--- src/design/snd_pkg.sv ---
package snd_pkg;

    // sample and modulator widths
    localparam int SND_W = 16;
    localparam int MOD_W = 20;

    // zero bits below the sample in the modulator word
    localparam int PAD_W = MOD_W - SND_W - 1;

    // wishbone word and address widths
    localparam int WB_DW = 32;
    localparam int WB_AW = 1;

    localparam logic [WB_AW-1:0] ADDR_CTRL   = 1'b0;
    localparam logic [WB_AW-1:0] ADDR_SAMPLE = 1'b1;

    // cen is high one clk_dac cycle in CEN_DIV
    localparam int CEN_DIV = 4;

    // control view of a bus word
    typedef struct packed {
        logic [WB_DW-4:0] rsv;
        logic             mute;
        logic             signed_snd;
        logic             stereo;
    } snd_ctrl_t;

    // sample view of a bus word, left channel in the upper half
    typedef struct packed {
        logic [SND_W-1:0] left;
        logic [SND_W-1:0] right;
    } snd_sample_t;

    // one bus word, decoded by address
    typedef union packed {
        snd_ctrl_t   ctrl;
        snd_sample_t sample;
    } snd_word_u;

endpackage
--- src/design/snd_stream_if.sv ---
interface snd_stream_if import snd_pkg::*; ();

    // held samples
    logic [SND_W-1:0] left;
    logic [SND_W-1:0] right;

    // mode bits
    logic             stereo;
    logic             signed_snd;
    logic             mute;

    // modulator clock enable
    logic             cen;

    modport src (
        output left, right, stereo, signed_snd, mute
    );

    modport gen (
        output cen
    );

    modport sink (
        input left, right, stereo, signed_snd, mute, cen
    );

endinterface

--- src/design/snd_dac_top.sv ---
module snd_dac_top import snd_pkg::*; (
    input  logic             clk_dac,
    input  logic             rst,
    // wishbone slave
    input  logic             wb_cyc_i,
    input  logic             wb_stb_i,
    input  logic             wb_we_i,
    input  logic [WB_AW-1:0] wb_adr_i,
    input  logic [WB_DW-1:0] wb_dat_i,
    output logic [WB_DW-1:0] wb_dat_o,
    output logic             wb_ack_o,
    // sigma-delta pins
    output logic             snd_left_o,
    output logic             snd_right_o
);

    logic [CEN_DIV-1:0] cen_sr;

    snd_stream_if strm ();

    // ring of one hot bit, cen on the low bit
    always_ff @(posedge clk_dac, posedge rst) begin
        if (rst) begin
            cen_sr <= CEN_DIV'(3'b100);
        end else begin
            cen_sr <= {cen_sr[CEN_DIV-2:0], cen_sr[CEN_DIV-1]};
        end
    end

    assign strm.cen = cen_sr[0];

    snd_wb_regs u_regs (
        .clk_dac  ( clk_dac  ),
        .rst      ( rst      ),
        .wb_cyc_i ( wb_cyc_i ),
        .wb_stb_i ( wb_stb_i ),
        .wb_we_i  ( wb_we_i  ),
        .wb_adr_i ( wb_adr_i ),
        .wb_dat_i ( wb_dat_i ),
        .wb_dat_o ( wb_dat_o ),
        .wb_ack_o ( wb_ack_o ),
        .strm     ( strm.src )
    );

    snd_sigma_delta #(
        .RIGHT    ( 0          )
    ) u_left (
        .clk_dac  ( clk_dac    ),
        .rst      ( rst        ),
        .strm     ( strm.sink  ),
        .pcm_o    ( snd_left_o )
    );

    // mono selection and mute are handled inside the channel
    snd_sigma_delta #(
        .RIGHT    ( 1           )
    ) u_right (
        .clk_dac  ( clk_dac     ),
        .rst      ( rst         ),
        .strm     ( strm.sink   ),
        .pcm_o    ( snd_right_o )
    );

endmodule

--- src/design/snd_sigma_delta.sv ---
module snd_sigma_delta import snd_pkg::*; #(
    parameter int RIGHT = 0
) (
    input  logic       clk_dac,
    input  logic       rst,
    snd_stream_if.sink strm,
    output logic       pcm_o
);

    logic [SND_W-1:0] snd_sel;
    logic [SND_W-1:0] snd_fmt;
    logic [MOD_W-1:0] snd_padded;
    logic [MOD_W-1:0] acc;
    logic [MOD_W-1:0] acc_base;
    logic [MOD_W:0]   sum;
    logic             stereo_q;
    logic             realign;
    logic             pcm_q;

    // right channel follows the left sample in mono mode
    assign snd_sel = (RIGHT != 0 && strm.stereo) ? strm.right : strm.left;

    // offset binary for the modulator
    assign snd_fmt = {snd_sel[SND_W-1] ^ strm.signed_snd, snd_sel[SND_W-2:0]};

    // one zero on top keeps the carry density below one
    assign snd_padded = {1'b0, snd_fmt, {PAD_W{1'b0}}};

    // Entering mono restarts both accumulators together, so from then on
    // the two channels see the same word from the same state and the
    // right pin mirrors the left one.
    assign realign  = stereo_q & ~strm.stereo;
    assign acc_base = realign ? '0 : acc;
    assign sum      = {1'b0, acc_base} + {1'b0, snd_padded};

    always_ff @(posedge clk_dac, posedge rst) begin
        if (rst) begin
            acc      <= '0;
            pcm_q    <= 1'b0;
            stereo_q <= 1'b0;
        end else if (strm.cen) begin
            stereo_q <= strm.stereo;
            if (strm.mute) begin
                // muted: pin low, accumulator frozen
                acc   <= acc_base;
                pcm_q <= 1'b0;
            end else begin
                acc   <= sum[MOD_W-1:0];
                pcm_q <= sum[MOD_W];
            end
        end
    end

    assign pcm_o = pcm_q;

endmodule

--- src/design/snd_wb_regs.sv ---
module snd_wb_regs import snd_pkg::*; (
    input  logic             clk_dac,
    input  logic             rst,
    input  logic             wb_cyc_i,
    input  logic             wb_stb_i,
    input  logic             wb_we_i,
    input  logic [WB_AW-1:0] wb_adr_i,
    input  logic [WB_DW-1:0] wb_dat_i,
    output logic [WB_DW-1:0] wb_dat_o,
    output logic             wb_ack_o,
    snd_stream_if.src        strm
);

    logic        wb_req;
    logic        ack_q;
    snd_word_u   wr_word;
    snd_word_u   rd_word;
    snd_word_u   dat_q;
    snd_ctrl_t   ctrl_q;
    snd_sample_t sample_q;

    // new access with no ack given yet
    assign wb_req  = wb_cyc_i & wb_stb_i & ~ack_q;
    assign wr_word = wb_dat_i;

    // single cycle ack that drops again on the following cycle
    always_ff @(posedge clk_dac, posedge rst) begin
        if (rst) begin
            ack_q <= 1'b0;
        end else begin
            ack_q <= wb_req;
        end
    end

    // register writes land on the ack edge
    always_ff @(posedge clk_dac, posedge rst) begin
        if (rst) begin
            ctrl_q   <= '0;
            sample_q <= '0;
        end else if (wb_req && wb_we_i) begin
            case (wb_adr_i)
                ADDR_CTRL: begin
                    // reserved bits are not stored
                    ctrl_q.stereo     <= wr_word.ctrl.stereo;
                    ctrl_q.signed_snd <= wr_word.ctrl.signed_snd;
                    ctrl_q.mute       <= wr_word.ctrl.mute;
                end
                ADDR_SAMPLE: begin
                    sample_q <= wr_word.sample;
                end
                default: begin
                    sample_q <= sample_q;
                end
            endcase
        end
    end

    // read mux through the union views
    always_comb begin
        rd_word = '0;
        case (wb_adr_i)
            ADDR_CTRL: begin
                rd_word.ctrl.stereo     = ctrl_q.stereo;
                rd_word.ctrl.signed_snd = ctrl_q.signed_snd;
                rd_word.ctrl.mute       = ctrl_q.mute;
            end
            ADDR_SAMPLE: begin
                rd_word.sample = sample_q;
            end
            default: begin
                rd_word = '0;
            end
        endcase
    end

    // read data presented with ack
    always_ff @(posedge clk_dac, posedge rst) begin
        if (rst) begin
            dat_q <= '0;
        end else if (wb_req && !wb_we_i) begin
            dat_q <= rd_word;
        end
    end

    assign wb_dat_o = dat_q;
    assign wb_ack_o = ack_q;

    // held values towards the modulators
    assign strm.left       = sample_q.left;
    assign strm.right      = sample_q.right;
    assign strm.stereo     = ctrl_q.stereo;
    assign strm.signed_snd = ctrl_q.signed_snd;
    assign strm.mute       = ctrl_q.mute;

endmodule

--- config.mk ---
export PLATFORM = sky130hd
export DESIGN_NAME = snd_dac_top
export DESIGN_NICKNAME = d
export VERILOG_FILES = /design/src/design/snd_pkg.sv /design/src/design/snd_stream_if.sv /design/src/design/snd_dac_top.sv /design/src/design/snd_sigma_delta.sv /design/src/design/snd_wb_regs.sv
export SDC_FILE = /design/constraint.sdc
export NUM_CORES = 1
export LEC_CHECK = 0
export BUFFER_PORTS_ARGS = -buffer_cell sky130_fd_sc_hd__buf_2
export CORE_UTILIZATION = 35
export CTS_CLUSTER_SIZE = 28
export DETAILED_ROUTE_END_ITERATION = 10
export PLACE_DENSITY_LB_ADDON = 0.2
export SETUP_SLACK_MARGIN = 0.3
export SLEW_MARGIN = 20
export SYNTH_ARGS = -nofsm -noshare
export SYNTH_HDL_FRONTEND = slang
export SYNTH_SLANG_ARGS = --single-unit
--- constraint.sdc ---
create_clock -name clk_dac -period 8.55 [get_ports clk_dac]
set_input_delay 0 -clock clk_dac [delete_from_list [all_inputs] [get_ports clk_dac]]
set_output_delay 0 -clock clk_dac [all_outputs]
set_load 0.005 [all_outputs]
# Yosys cells after proc, flatten, opt, wreduce, memory -nomap -nowiden
# Index checks and enable logic that the tools add are counted.
# classes
addsub,2
mul,0
n_div,0
magnitude_cmp,0
n_eq_ne,0
n_shift,0
muxes,9
n_bitwise,8
n_reduce_logical,5
# op_table
operator,count
20-bit two-way mux,4
20-bit by 19-bit adder with 21-bit output,2
29-bit two-way mux,1
16-bit two-way mux,1
3-bit case mux with 2 select lines,1
2-bit AND reduction,2
1-bit AND,3
1-bit inverter,3
1-bit logical AND,2
1-bit two-way mux,2
1-bit bitwise XOR,2
1-bit zero test,1
# word_totals
register_bits,115
latch_bits,0
ramBits,0
romBits,0
in_bits,38
n_memories,0

# Longest topological paths before layout
# Gate-level depths: netlist (run 1).
# logic_depth
ltp_word,5
ltp_mapped,11

# Cells and area by module
# From an unflattened synthesis (run 1), not the netlist that was laid out.
# unflattened
cells_unflattened,631
hier_area_um2,6411.1
# modules_own_cells
module,instances,cells_each,area_per_inst_um2
snd_wb_regs,1,219,2777.7
snd_sigma_delta at u_right,1,209,1849.3
snd_sigma_delta at u_left,1,198,1679.1
snd_dac_top,1,5,105.1

# Worst setup path before layout (run 1)
# OpenSTA, ideal clock, no wires.
# synth_path
path_type,reg2reg
startpoint,"register, netlist name u_regs.strm.stereo"
endpoint,register u_right.acc[18]
setup_ns,0.122
t_arrival_ns,2.786
t_required_ns,8.428
path_slack_ns,5.643
path_stages_with_launch,10
path_buffers,2
synth_period_minus_slack_ns,2.907
cell_sequence,dfrtp_1 -> clkbuf_1 -> clkbuf_1 -> mux2_2 -> ha_1 -> nand4_2 -> or4_4 -> nor2_2 -> o21ai_1 -> a32o_1
# synth_via
elab_chain_len,5
word_cells_on_any_way,7
# synth_rtl
element,line_no,source
1-bit inverter,snd_sigma_delta.sv:32,assign realign = stereo_q & ~strm.stereo;
1-bit AND,snd_sigma_delta.sv:32,
20-bit two-way mux,snd_sigma_delta.sv:33,assign acc_base = realign ? '0 : acc;
20-bit by 19-bit adder with 21-bit output,snd_sigma_delta.sv:34,"assign sum = {1'b0, acc_base} + {1'b0, snd_padded};"
20-bit two-way mux (*),snd_sigma_delta.sv:43,if (strm.mute) begin
to (signal assigned),snd_sigma_delta.sv:45,acc <= acc_base;
to (signal assigned),snd_sigma_delta.sv:48,acc <= sum[MOD_W-1:0];
to (decl),snd_sigma_delta.sv:13,logic [MOD_W-1:0] acc;
# Every way passes the cells marked *; elsewhere a longest branch is shown, timed or not.
# A chain may end at the register's enable or synchronous reset.

# Final worst setup path (run 1)
# layout_path
startpoint,"register, netlist name u_regs.strm.stereo"
endpoint,register u_right.acc[17]
# layout_via
elab_chain_len,5
word_cells_on_any_way,6
# layout_rtl
element,line_no
1-bit inverter,snd_sigma_delta.sv:32
1-bit AND,snd_sigma_delta.sv:32
20-bit two-way mux,snd_sigma_delta.sv:33
20-bit by 19-bit adder with 21-bit output,snd_sigma_delta.sv:34
20-bit two-way mux (*),snd_sigma_delta.sv:43
# Marked as above.

==> flow_metrics.py, run 1 <==
metrics = {
    "synth": {
        "synth_cells": 601,
        "synth.avg_cell_area_um2": 10.0,
        "synthFlopType": "dfrtp_1",
        "synth_common_cells": "dfrtp_1, nand2_1, o21ai_0",
        "ys_types": 61,
        "ys_warn_count": 0,
        "synth_area_leaders": "dfrtp_1, mux2_2, ha_1",
        "ys_ff_latch": 109,
        "async_flop_share_pct": 100,
        "yosysTopAreaCell": "dfrtp_1",
        "yosysSeqAreaShare_pct": 45.3,
        "post-synth-top-area-fraction_pct": 44.9,
        "syn-num-nets": 673,
        "yosysMostFrequentCell": "dfrtp_1",
        "syn_area_mm2": 0.00602,
        "synth-edff-count": 0,
    },
    "floorplanning": {
        "start_util_pct": 36.1,
        "rows": 47,
        "die_x_um": 133,
        "core_area_mm2": 0.0167,
        "io_pins": 73,
        "fp.dieArea_mm2": 0.0177,
        "die_h_um": 133,
    },
    "finish": {
        "instances_no_fill": 921,
        "nNetsFinal": 768,
        "drive_gt1_share_pct": 22.7,
        "syn2layout_area_growth_pct": 20.8,
        "fillerInstances": 1631,
        "antenna_cells": 0,
    },
    "timing": {
        "fin_skew_ns": 0.00980,
        "fin_crit_ns": 3.27,
        "max_slew_margin_pct": 34.7,
        "max_freq_mhz": 306,
        "maxSlewViolCount": 0,
        "tns_ns": 0,
        "period_share_pct": 38.2,
        "tightest_slew_ns": 0.980,
        "grt_setup_unrepaired": "no",
        "setup_viol": 0,
        "hold_viol": 0,
    },
    "flow_run": {
        "max_cap_viol_count": 0,
    },
    "detailed_routing": {
        "first_pass_iters": 5,
        "vias_per_cell": 5.21,
        "vias": 4801,
        "wirelength_mm": 15.4,
        "wl_per_cell_um": 16.7,
        "drc_errors": 0,
        "drtIter0Drc": 200,
        "antenna_left": 0,
    },
    "global_routing": {
        "grt_antenna_before_repair": 0,
        "grt_pass1_vias": 4742,
        "grt_max_degree": 65,
        "grt_pass1_wl_mm": 25.2,
        "grt.overflow.total": 0,
        "grt.total_usage_pct": 18.5,
    },
    "pwr": {
        "vdd_drop_max_mv": 0.115,
        "leakagePower_nw": 3.50,
        "p_per_area_mw_per_mm2": 204,
    },
    "setup_path": {
        "critPathKind": "flop to flop",
        "r2r_setup_slack_ns": 5.28,
        "cp.required_ns": 8.80,
        "cp-start-kind": "flop",
        "r2r-start": "u_regs.strm.stereo",
        "r2r_end": "u_right.acc[17]",
        "arrival_ns": 3.52,
        "cp_max_fo": 20,
        "cp-end-kind": "flop",
        "critPathLaunch": "u_regs.strm.stereo",
        "cp-endpoint": "u_right.acc[17]",
        "reg2regPathDepth": 11,
    },
    "clock_tree": {
        "clock-sinks": 109,
        "clockBufferDepth": 2,
        "htree_levels": 3,
        "cts_tree": "done",
        "cts_buffers": 9,
        "cts_root_buf": "clkbuf_16",
        "clock_latency_ns": 0.37,
        "post_cts_buffers": 0,
        "clk_pin_slew_ns": 0.07,
    },
    "status": {
        "outcome": "completed",
    },
    "worst_hold_path": {
        "hold_class": "input port to flop",
        "min_from": "wb_we_i",
    },
    "placed_design": {
        "dp.cells": 870,
        "post-dp-hpwl_mm": 10.9,
        "portBuffers": 72,
        "place_congestion": 0.886,
    },
}
==> registers in the layout (all words and copies together), names as in the netlist <==
name,flops
u_regs.strm.left,16
u_left.acc,17
u_regs.strm.signed_snd,1
u_regs.wb_ack_o,1
cen_sr,4
u_left.pcm_o,1
u_right.pcm_o,1
u_right.acc,17
u_left.stereo_q,1
u_regs.strm.right,16
u_regs.wb_dat_o,32
u_regs.strm.stereo,1
u_regs.strm.mute,1
==> power by group <==
part	leakage (nW)	total, mW	switching [mW]	internal [mW]
clock network	0.156	0.459	0.201	0.258
logic	1.92	0.365	0.191	0.174
registers	1.43	0.658	0.0728	0.586
==> kinds of logic (layout without fill, tap and decap cells) <==
kind of cell | count (synthesis) | count (layout) | share of synthesized area [%]
AND/OR/NAND/NOR | 186 | 186 | 15.0
multiplexers | 56 | 56 | 10.4
buffers and inverters | 37 | 137 | 2.35
adder cells (fa/ha/maj) | 34 | 34 | 7.31
AO/OA/AOI/OAI | 156 | 156 | 16.3
XOR/XNOR | 23 | 23 | 3.35
flip-flops | 109 | 109 | 45.3
==> cells in the final DEF (no fill, tap or decap), types with 5 or more instances in the layout <==
cell           instances
dfrtp_1              108
nand2_1              100
buf_2                 72
o21ai_0               56
mux2_2                51
dlygate4sd3_1         35
and2_1                32
ha_1                  32
a21oi_1               26
a21o_1                15
xor2_1                13
nor2_1                12
xnor2_1               10
o21ai_1               10
clkbuf_16              9
inv_1                  7
nand3_1                7
o21a_1                 6
buf_4                  6
nand2b_1               5
nand4_1                5
mux2i_1                5
==> how the worst min path moves through the flow <==
stage	endpoint	cells past startpoint	slack [ns]
3_3_place_gp	u_regs.wb_dat_o[10]	2	0.13
5_1_grt	u_regs.strm.mute	4	0.16
4_1_cts	u_regs.strm.signed_snd	4	0.13
2_1_floorplan	u_regs.wb_ack_o	2	0.15
6_report	u_regs.strm.signed_snd	4	0.13
3_5_place_dp	u_regs.wb_dat_o[10]	2	0.14
==> worst max-delay path, cell delays in order (launching register included) <==
cell and delay [ns]:
dfrtp_1 0.37, nand2b_1 0.40, buf_4 0.34, and2_1 0.18
ha_1 0.21, fa_1 0.42, a21o_1 0.23, a211oi_2 0.33
o2111ai_1 0.21, a31oi_1 0.22, xor2_1 0.17, o21ai_1 0.07
==> metal layers <==
metal  part of all wire (%)  track usage [%]  up-vias
li1                       -                -     2332
met1                     47             24.9     2353
met3                    3.8             2.55       26
met5                      0                0        -
met2                     48             29.9       90
met4                    1.5             7.51        0
==> metrics by stage <==
step	hold WS (ns)	area (um2)	util [%]	worst slack [ns]	total power, mW
2_1_floorplan	0.145	6020	-	5.64	0.887
3_3_place_gp	0.133	6600	39.5	5.34	1.02
3_5_place_dp	0.138	6600	39.5	5.29	1.03
4_1_cts	0.125	7270	43.5	5.28	1.50
5_1_grt	0.164	7270	43.5	5.01	1.56
6_report	0.133	7270	43.5	5.28	1.48
==> layout make-up <==
type                            instances  area (um2)  area share, %
Multi-Input combinational cell        455        3160           43.4
Sequential cell                       109        2730           37.5
Timing Repair Buffer                  113         756           10.4
Tap cell                              220         275           3.79
Clock buffer                            9         225           3.10
Clock inverter                          7        98.8           1.36
Inverter                                8        32.5          0.447
==> repair_timing <==
action,4_1_cts,5_1_grt
resized for setup,0,0
hold buffers,35,0
hold endpoints to repair,86,0
No activity file was read; power rests on OpenSTA's default activity.
==> run 2: changes to the inputs <==
--- a/config.mk
+++ b/config.mk
@@ -5,6 +5,7 @@
 export SDC_FILE = /design/constraint.sdc
 export NUM_CORES = 1
 export LEC_CHECK = 0
+export ABC_AREA = 1
 export BUFFER_PORTS_ARGS = -buffer_cell sky130_fd_sc_hd__buf_2
 export CORE_UTILIZATION = 35
 export CTS_CLUSTER_SIZE = 28
==> constraint.sdc (replaced) <==
create_clock -name clk_dac -period 3.4 [get_ports clk_dac]
set_input_delay 0 -clock clk_dac [delete_from_list [all_inputs] [get_ports clk_dac]]
set_output_delay 0 -clock clk_dac [all_outputs]
set_load 0.005 [all_outputs]
==> run 2 against run 1 <==
Net effect: final cell count rose by 36%; wire length rose by 17%; area after synthesis is 10% higher; cell area grew 8.3%; synthesized cell count up 54%; die area rose by 9.8%; sequential power is 150% higher; total power up 150%; register-to-register slack got worse by 4.6 ns; non-clock buffer count grew 4; combinational power rose to 2.6 times the previous value; critical path type unchanged; largest cell class unchanged.
==> flow_metrics.py, run 2 <==
metrics = {
    "placed_design": {
        "dp.cells": 1207,
        "place_congestion": 0.832,
        "portBuffers": 72,
        "dp_slack_ns": 0.692,
        "post-dp-hpwl_mm": 13.2,
    },
    "detailed_routing": {
        "vias_per_cell": 4.71,
        "wirelength_mm": 17.9,
        "wl_per_cell_um": 14.3,
        "first_pass_iters": 5,
        "antenna_left": 0,
        "drtIter0Drc": 378,
        "drc_errors": 0,
        "vias": 5925,
    },
    "synth": {
        "synthFlopType": "dfrtp_1",
        "synth_cells": 923,
        "async_flop_share_pct": 100,
        "yosysSeqAreaShare_pct": 41.2,
        "post-synth-top-area-fraction_pct": 40.8,
        "ys_types": 33,
        "yosysMostFrequentCell": "nand2_1",
        "ys_ff_latch": 109,
        "synth-edff-count": 0,
        "synth_area_leaders": "dfrtp_1, nand2_1, inv_1",
        "syn-num-nets": 995,
        "synth.avg_cell_area_um2": 7.18,
        "syn_area_mm2": 0.00662,
        "yosysTopAreaCell": "dfrtp_1",
        "synth_common_cells": "nand2_1, inv_1, dfrtp_1",
        "ys_warn_count": 0,
    },
    "finish": {
        "layout_common_cells": "nand2_1, inv_1, dfrtp_1",
        "drive_gt1_share_pct": 12.0,
        "final_common_cell": "nand2_1",
        "fillerInstances": 1943,
        "largest_reg_flops": 32,
        "instances_no_fill": 1257,
        "antenna_cells": 0,
        "nNetsFinal": 1096,
        "syn2layout_area_growth_pct": 18.9,
    },
    "timing": {
        "tns_ns": 0,
        "maxSlewViolCount": 0,
        "hold_viol": 0,
        "fin_crit_ns": 2.73,
        "period_share_pct": 80.4,
        "fin_skew_ns": 0.0111,
        "setup_slack_ns": 0.666,
        "grt_setup_unrepaired": "no",
        "max_slew_margin_pct": 36.6,
        "max_freq_mhz": 366,
        "setup_viol": 0,
        "tightest_slew_ns": 0.951,
    },
    "setup_path": {
        "critPathKind": "flop to flop",
        "cpMaxStageDelayCell": "dfrtp_1",
        "crit_family": "simple AND/OR/NAND/NOR gates",
        "cp-end-kind": "flop",
        "cp_max_fo": 25,
        "max_stage_delay_ns": 0.50,
        "crit_path_cell_trace": "buf_4, inv_1, nand2_1, nand2_1, inv_1, ha_1, fa_1, nand2_1, nand2_1, nand3_1, nand2_1, or2_2, nand3_1, o21ai_0",
        "cpMostUsedCell": "nand2_1",
        "arrival_ns": 2.98,
        "cp-start-kind": "flop",
        "worst-path-buf-inv": 3,
        "cp.required_ns": 3.65,
    },
    "status": {
        "outcome": "completed",
    },
    "clock_tree": {
        "clock_latency_ns": 0.37,
        "clockBufferDepth": 2,
        "clk_pin_slew_ns": 0.08,
        "clock-sinks": 109,
        "cts_root_buf": "clkbuf_16",
        "cts_tree": "done",
        "htree_levels": 3,
        "post_cts_buffers": 0,
        "cts_buffers": 9,
    },
    "floorplanning": {
        "core_area_mm2": 0.0183,
        "die_h_um": 140,
        "io_pins": 73,
        "die_x_um": 140,
        "rows": 49,
        "start_util_pct": 36.2,
        "fp.dieArea_mm2": 0.0195,
    },
    "pwr": {
        "clock_power_share_pct": 30.2,
        "leakagePower_nw": 4.29,
        "intPower_mw": 2.42,
        "seqPwrFrac_pct": 43.8,
        "p_per_area_mw_per_mm2": 470,
        "p_sw_mw": 1.28,
        "vdd_drop_max_mv": 0.250,
        "p_sw_share_pct": 34.5,
        "combPwrFrac_pct": 26.0,
    },
    "global_routing": {
        "grt_antenna_before_repair": 0,
        "grt.overflow.total": 0,
        "grt_pass1_wl_mm": 30.4,
        "grt.total_usage_pct": 20.0,
        "grt_pass1_vias": 5948,
        "grt_max_degree": 73,
    },
    "flow_run": {
        "max_cap_viol_count": 0,
    },
    "worst_hold_path": {
        "hold_class": "input port to flop",
    },
}
-- run 2: cell types whose count changed after synthesis, sizes merged, moves of 13 or more --
| cell | change |
|---|---|
| nand2 | +171 |
| inv | +167 |
| nand3 | +70 |
| nor2 | +61 |
| mux2 | -37 |
| and2 | -31 |
| a21o | -15 |
| clkbuf | -13 |
-- run 2: worst paths after layout --
check                                   startpoint                   to  slack [ns]  cells after the start
worst min register to register           cen_sr[3]            cen_sr[0]        0.35                      0
max in group asynchronous                      rst            cen_sr[2]        2.20                      4
worst min-delay path                       wb_we_i     u_regs.strm.mute        0.15                      3
worst max register to register  u_regs.strm.stereo      u_right.acc[11]        0.67                     14
worst max-delay path            u_regs.strm.stereo      u_right.acc[11]        0.67                     14
min in group asynchronous                      rst  u_regs.wb_dat_o[29]        0.38                      3
-- run 2: area by class of cell --
type                       count  area [um2]  share of cell area, %
multi-input combinational    612        3100                   39.3
tap                          229         287                   3.64
timing repair buffer         117         798                   10.1
inverter                     175         659                   8.38
clock inverter                 6        78.8                   1.00
clock buffer                   9         225                   2.86
sequential                   109        2730                   34.7
-- run 2: repair_timing --
action,4_1_cts,5_1_grt
hold buffers,35,0
resized for setup,0,0
endpoints found under the hold margin,107,0
-- run 2: through the flow --
step | cell area, um2 | hold slack [ns] | total power [mW] | utilization [%]
after CTS | 7870 | 0.128 | 3.74 | 43.1
after global routing | 7870 | 0.170 | 3.95 | 43.1
after floorplan | 6620 | 0.150 | 2.22 | -
after global placement | 7220 | 0.232 | 2.57 | 39.5
final | 7870 | 0.149 | 3.70 | 43.1
after detailed placement | 7220 | 0.236 | 2.58 | 39.5
-- run 2: worst register-to-register path, stage by stage (launching register included) --
cell,delay (ns)
dfrtp_1,0.50
buf_4,0.26
inv_1,0.09
nand2_1,0.15
nand2_1,0.12
inv_1,0.05
ha_1,0.23
fa_1,0.40
nand2_1,0.10
nand2_1,0.10
nand3_1,0.10
nand2_1,0.10
or2_2,0.28
nand3_1,0.06
o21ai_0,0.08
-- run 2: cells by family after synthesis --
| logic type | Yosys count | share of synthesized area [%] |
|---|---|---|
| XOR/XNOR | 7 | 0.926 |
| AND/OR/NAND/NOR | 441 | 27.6 |
| buffers and inverters | 202 | 12.1 |
| AO/OA/AOI/OAI | 116 | 9.13 |
| adder cells (fa/ha/maj) | 34 | 6.65 |
| multiplexers | 14 | 2.38 |
| flip-flops | 109 | 41.2 |
-- run 2: per-layer routing --
layer | wire length (um) | global-route usage, % | up-vias
met2 | 8320 | 33.6 | 119
met4 | 328 | 6.19 | 0
met1 | 8620 | 26.3 | 2711
met3 | 678 | 3.20 | 19
met5 | 0 | 0 | -
li1 | - | - | 3076
-- run 2: power groups by stage --
stage               Sequential (mW)  Clock (mW)  Combinational (mW)
finish                         1.62        1.12               0.963
CTS                            1.62        1.15               0.971
global placement               1.65           0               0.926
detailed placement             1.65           0               0.934
global route                   1.64        1.20                1.11
floorplan                      1.59           0               0.635
==> run 3: changes to the inputs <==
==> constraint.sdc (replaced) <==
create_clock -name clk_dac -period 2.63 [get_ports clk_dac]
set_input_delay 0 -clock clk_dac [delete_from_list [all_inputs] [get_ports clk_dac]]
set_output_delay 0 -clock clk_dac [all_outputs]
set_load 0.005 [all_outputs]
==> run 3 against run 2 <==
Net effect: core utilization increased by 4.3 points; largest cell class unchanged; clock-buffer cell count increased by 1; non-clock buffer count increased by 34; via count increased by 3.6%; register-to-register slack got worse by 0.31 ns; final cell count increased by 2.8%; cell area increased by 10%; highest routed layer unchanged; clock skew increased by 0.0035 ns; first-iteration DRC count decreased by 8.7%; sequential power increased by 30%; die area unchanged.
==> flow_metrics.py, run 3 (synthesized netlist as in run 2, its figures left out) <==
metrics = {
    "status": {
        "outcome": "completed",
    },
    "detailed_routing": {
        "vias_per_cell": 4.75,
        "first_pass_iters": 5,
        "drc_errors": 0,
        "antenna_left": 0,
        "vias": 6140,
        "drtIter0Drc": 345,
        "wirelength_mm": 19.1,
        "wl_per_cell_um": 14.8,
    },
    "floorplanning": {
        "fp.dieArea_mm2": 0.0195,
        "die_h_um": 140,
        "io_pins": 73,
        "start_util_pct": 36.2,
        "rows": 49,
        "die_x_um": 140,
        "core_area_mm2": 0.0183,
    },
    "timing": {
        "grt_setup_unrepaired": "yes",
        "holdWs_ns": 0.119,
        "tns_ns": 0,
        "fin_skew_ns": 0.0146,
        "max_freq_mhz": 440,
        "tightest_slew_ns": 0.639,
        "fin_crit_ns": 2.27,
        "hold_viol": 0,
        "setup_viol": 0,
        "max_slew_margin_pct": 57.3,
        "maxSlewViolCount": 0,
        "period_share_pct": 86.4,
    },
    "placed_design": {
        "place_congestion": 0.845,
        "placed_area_mm2": 0.00727,
        "portBuffers": 72,
        "post-dp-hpwl_mm": 13.4,
        "dp.cells": 1211,
    },
    "pwr": {
        "p_per_area_mw_per_mm2": 589,
        "vdd_drop_max_mv": 0.379,
        "leakagePower_nw": 4.52,
    },
    "global_routing": {
        "grt_max_degree": 65,
        "grt.total_usage_pct": 20.0,
        "grt.overflow.total": 0,
        "grt_pass1_vias": 5738,
        "grt_pass1_wl_mm": 30.3,
        "grt_antenna_before_repair": 0,
    },
    "setup_path": {
        "cp.required_ns": 2.88,
        "cp-end-kind": "flop",
        "critPathKind": "flop to flop",
        "cp_max_fo": 7,
        "cp-start-kind": "flop",
        "reg2regPathDepth": 12,
        "arrival_ns": 2.53,
    },
    "clock_tree": {
        "cts_tree": "done",
        "clock-sinks": 109,
        "cts_root_buf": "clkbuf_16",
        "cts_buffers": 9,
        "htree_levels": 3,
        "clk_pin_slew_ns": 0.08,
        "clockBufferDepth": 2,
        "clock_latency_ns": 0.37,
    },
    "worst_hold_path": {
        "hold_class": "input port to flop",
        "min_path_cells": 3,
    },
    "finish": {
        "nNetsFinal": 1130,
        "final_common_cell": "nand2_1",
        "utilization_pct": 47.4,
        "layout_common_cells": "nand2_1, inv_1, dfrtp_1",
        "drive_gt1_share_pct": 24.6,
        "largest_reg_flops": 32,
        "final_cell_area_mm2": 0.00866,
        "antenna_cells": 0,
        "instances_no_fill": 1292,
        "syn2layout_area_growth_pct": 30.8,
    },
    "flow_run": {
        "max_cap_viol_count": 0,
    },
}
## run 3: cell types whose count changed in the layout (fill, tap and decap cells not counted), moves of 11 or more
cell     delta
a21oi_1    -11
a21oi_2    +11
nand2_1    -44
buf_4      +26
o21ai_1    +12
nand2_2    +39
o21ai_0    -12
ha_1       -16
ha_4       +11
## run 3: where the power goes
group	switching [mW]	internal (mW)	leakage, nW
sequential	0.215	1.89	1.39
clock	0.718	0.670	0.142
combinational	0.906	0.705	2.99
## run 3: path summary, 6_finish.rpt
| check | end | start | slack (ns) |
|---|---|---|---|
| setup / recovery | u_right.acc[11] | u_regs.strm.stereo | 0.36 |
| hold / removal | u_regs.strm.stereo | wb_we_i | 0.12 |
| setup reg to reg | u_right.acc[11] | u_regs.strm.stereo | 0.36 |
| hold reg to reg | cen_sr[0] | cen_sr[3] | 0.35 |
| max in group asynchronous | cen_sr[2] | rst | 1.66 |
| min in group asynchronous | u_regs.wb_dat_o[29] | rst | 0.22 |
## run 3: area by class of cell
type,instances,area (um2)
timing repair buffer,151,1140
fill,1863,9610
clock inverter,6,62.6
multi-input combinational,612,3560
tap,229,287
inverter,175,661
sequential,109,2730
clock buffer,10,229
## run 3: what timing repair did
action,4_1_cts,5_1_grt
setup buffers,3,25
pin swaps,1,58
setup endpoints to repair,15,23
hold endpoints to repair,55,0
hold buffers,35,0
gates cloned,0,2
resized for setup,5,135
## run 3: per-layer routing
| metal | share of wire [%] | GRT usage [%] | wire (um) |
|---|---|---|---|
| met4 | 1.3 | 4.74 | 241 |
| met5 | 0 | 0 | 0 |
| met3 | 3.9 | 2.75 | 754 |
| met2 | 47 | 33.4 | 8980 |
| met1 | 48 | 27.5 | 9150 |
## run 3: per-stage QoR
step / power [mW] / setup slack (ns)
floorplan: 2.88 / 0.362
global placement: 3.34 / 0.258
detailed placement: 3.35 / 0.217
CTS: 4.79 / 0.310
global route: 5.41 / 0.251
finish: 5.10 / 0.359
## run 3: worst max-delay path, cell delays in order (launching register included)
cell,delay (ns)
dfrtp_2,0.46
nor2_4,0.26
buf_6,0.15
clkbuf_16,0.15
nor2_1,0.07
ha_4,0.24
nand2_2,0.08
inv_1,0.07
a21oi_2,0.17
nand2_4,0.08
or2_2,0.27
nand3_1,0.06
o21ai_1,0.07
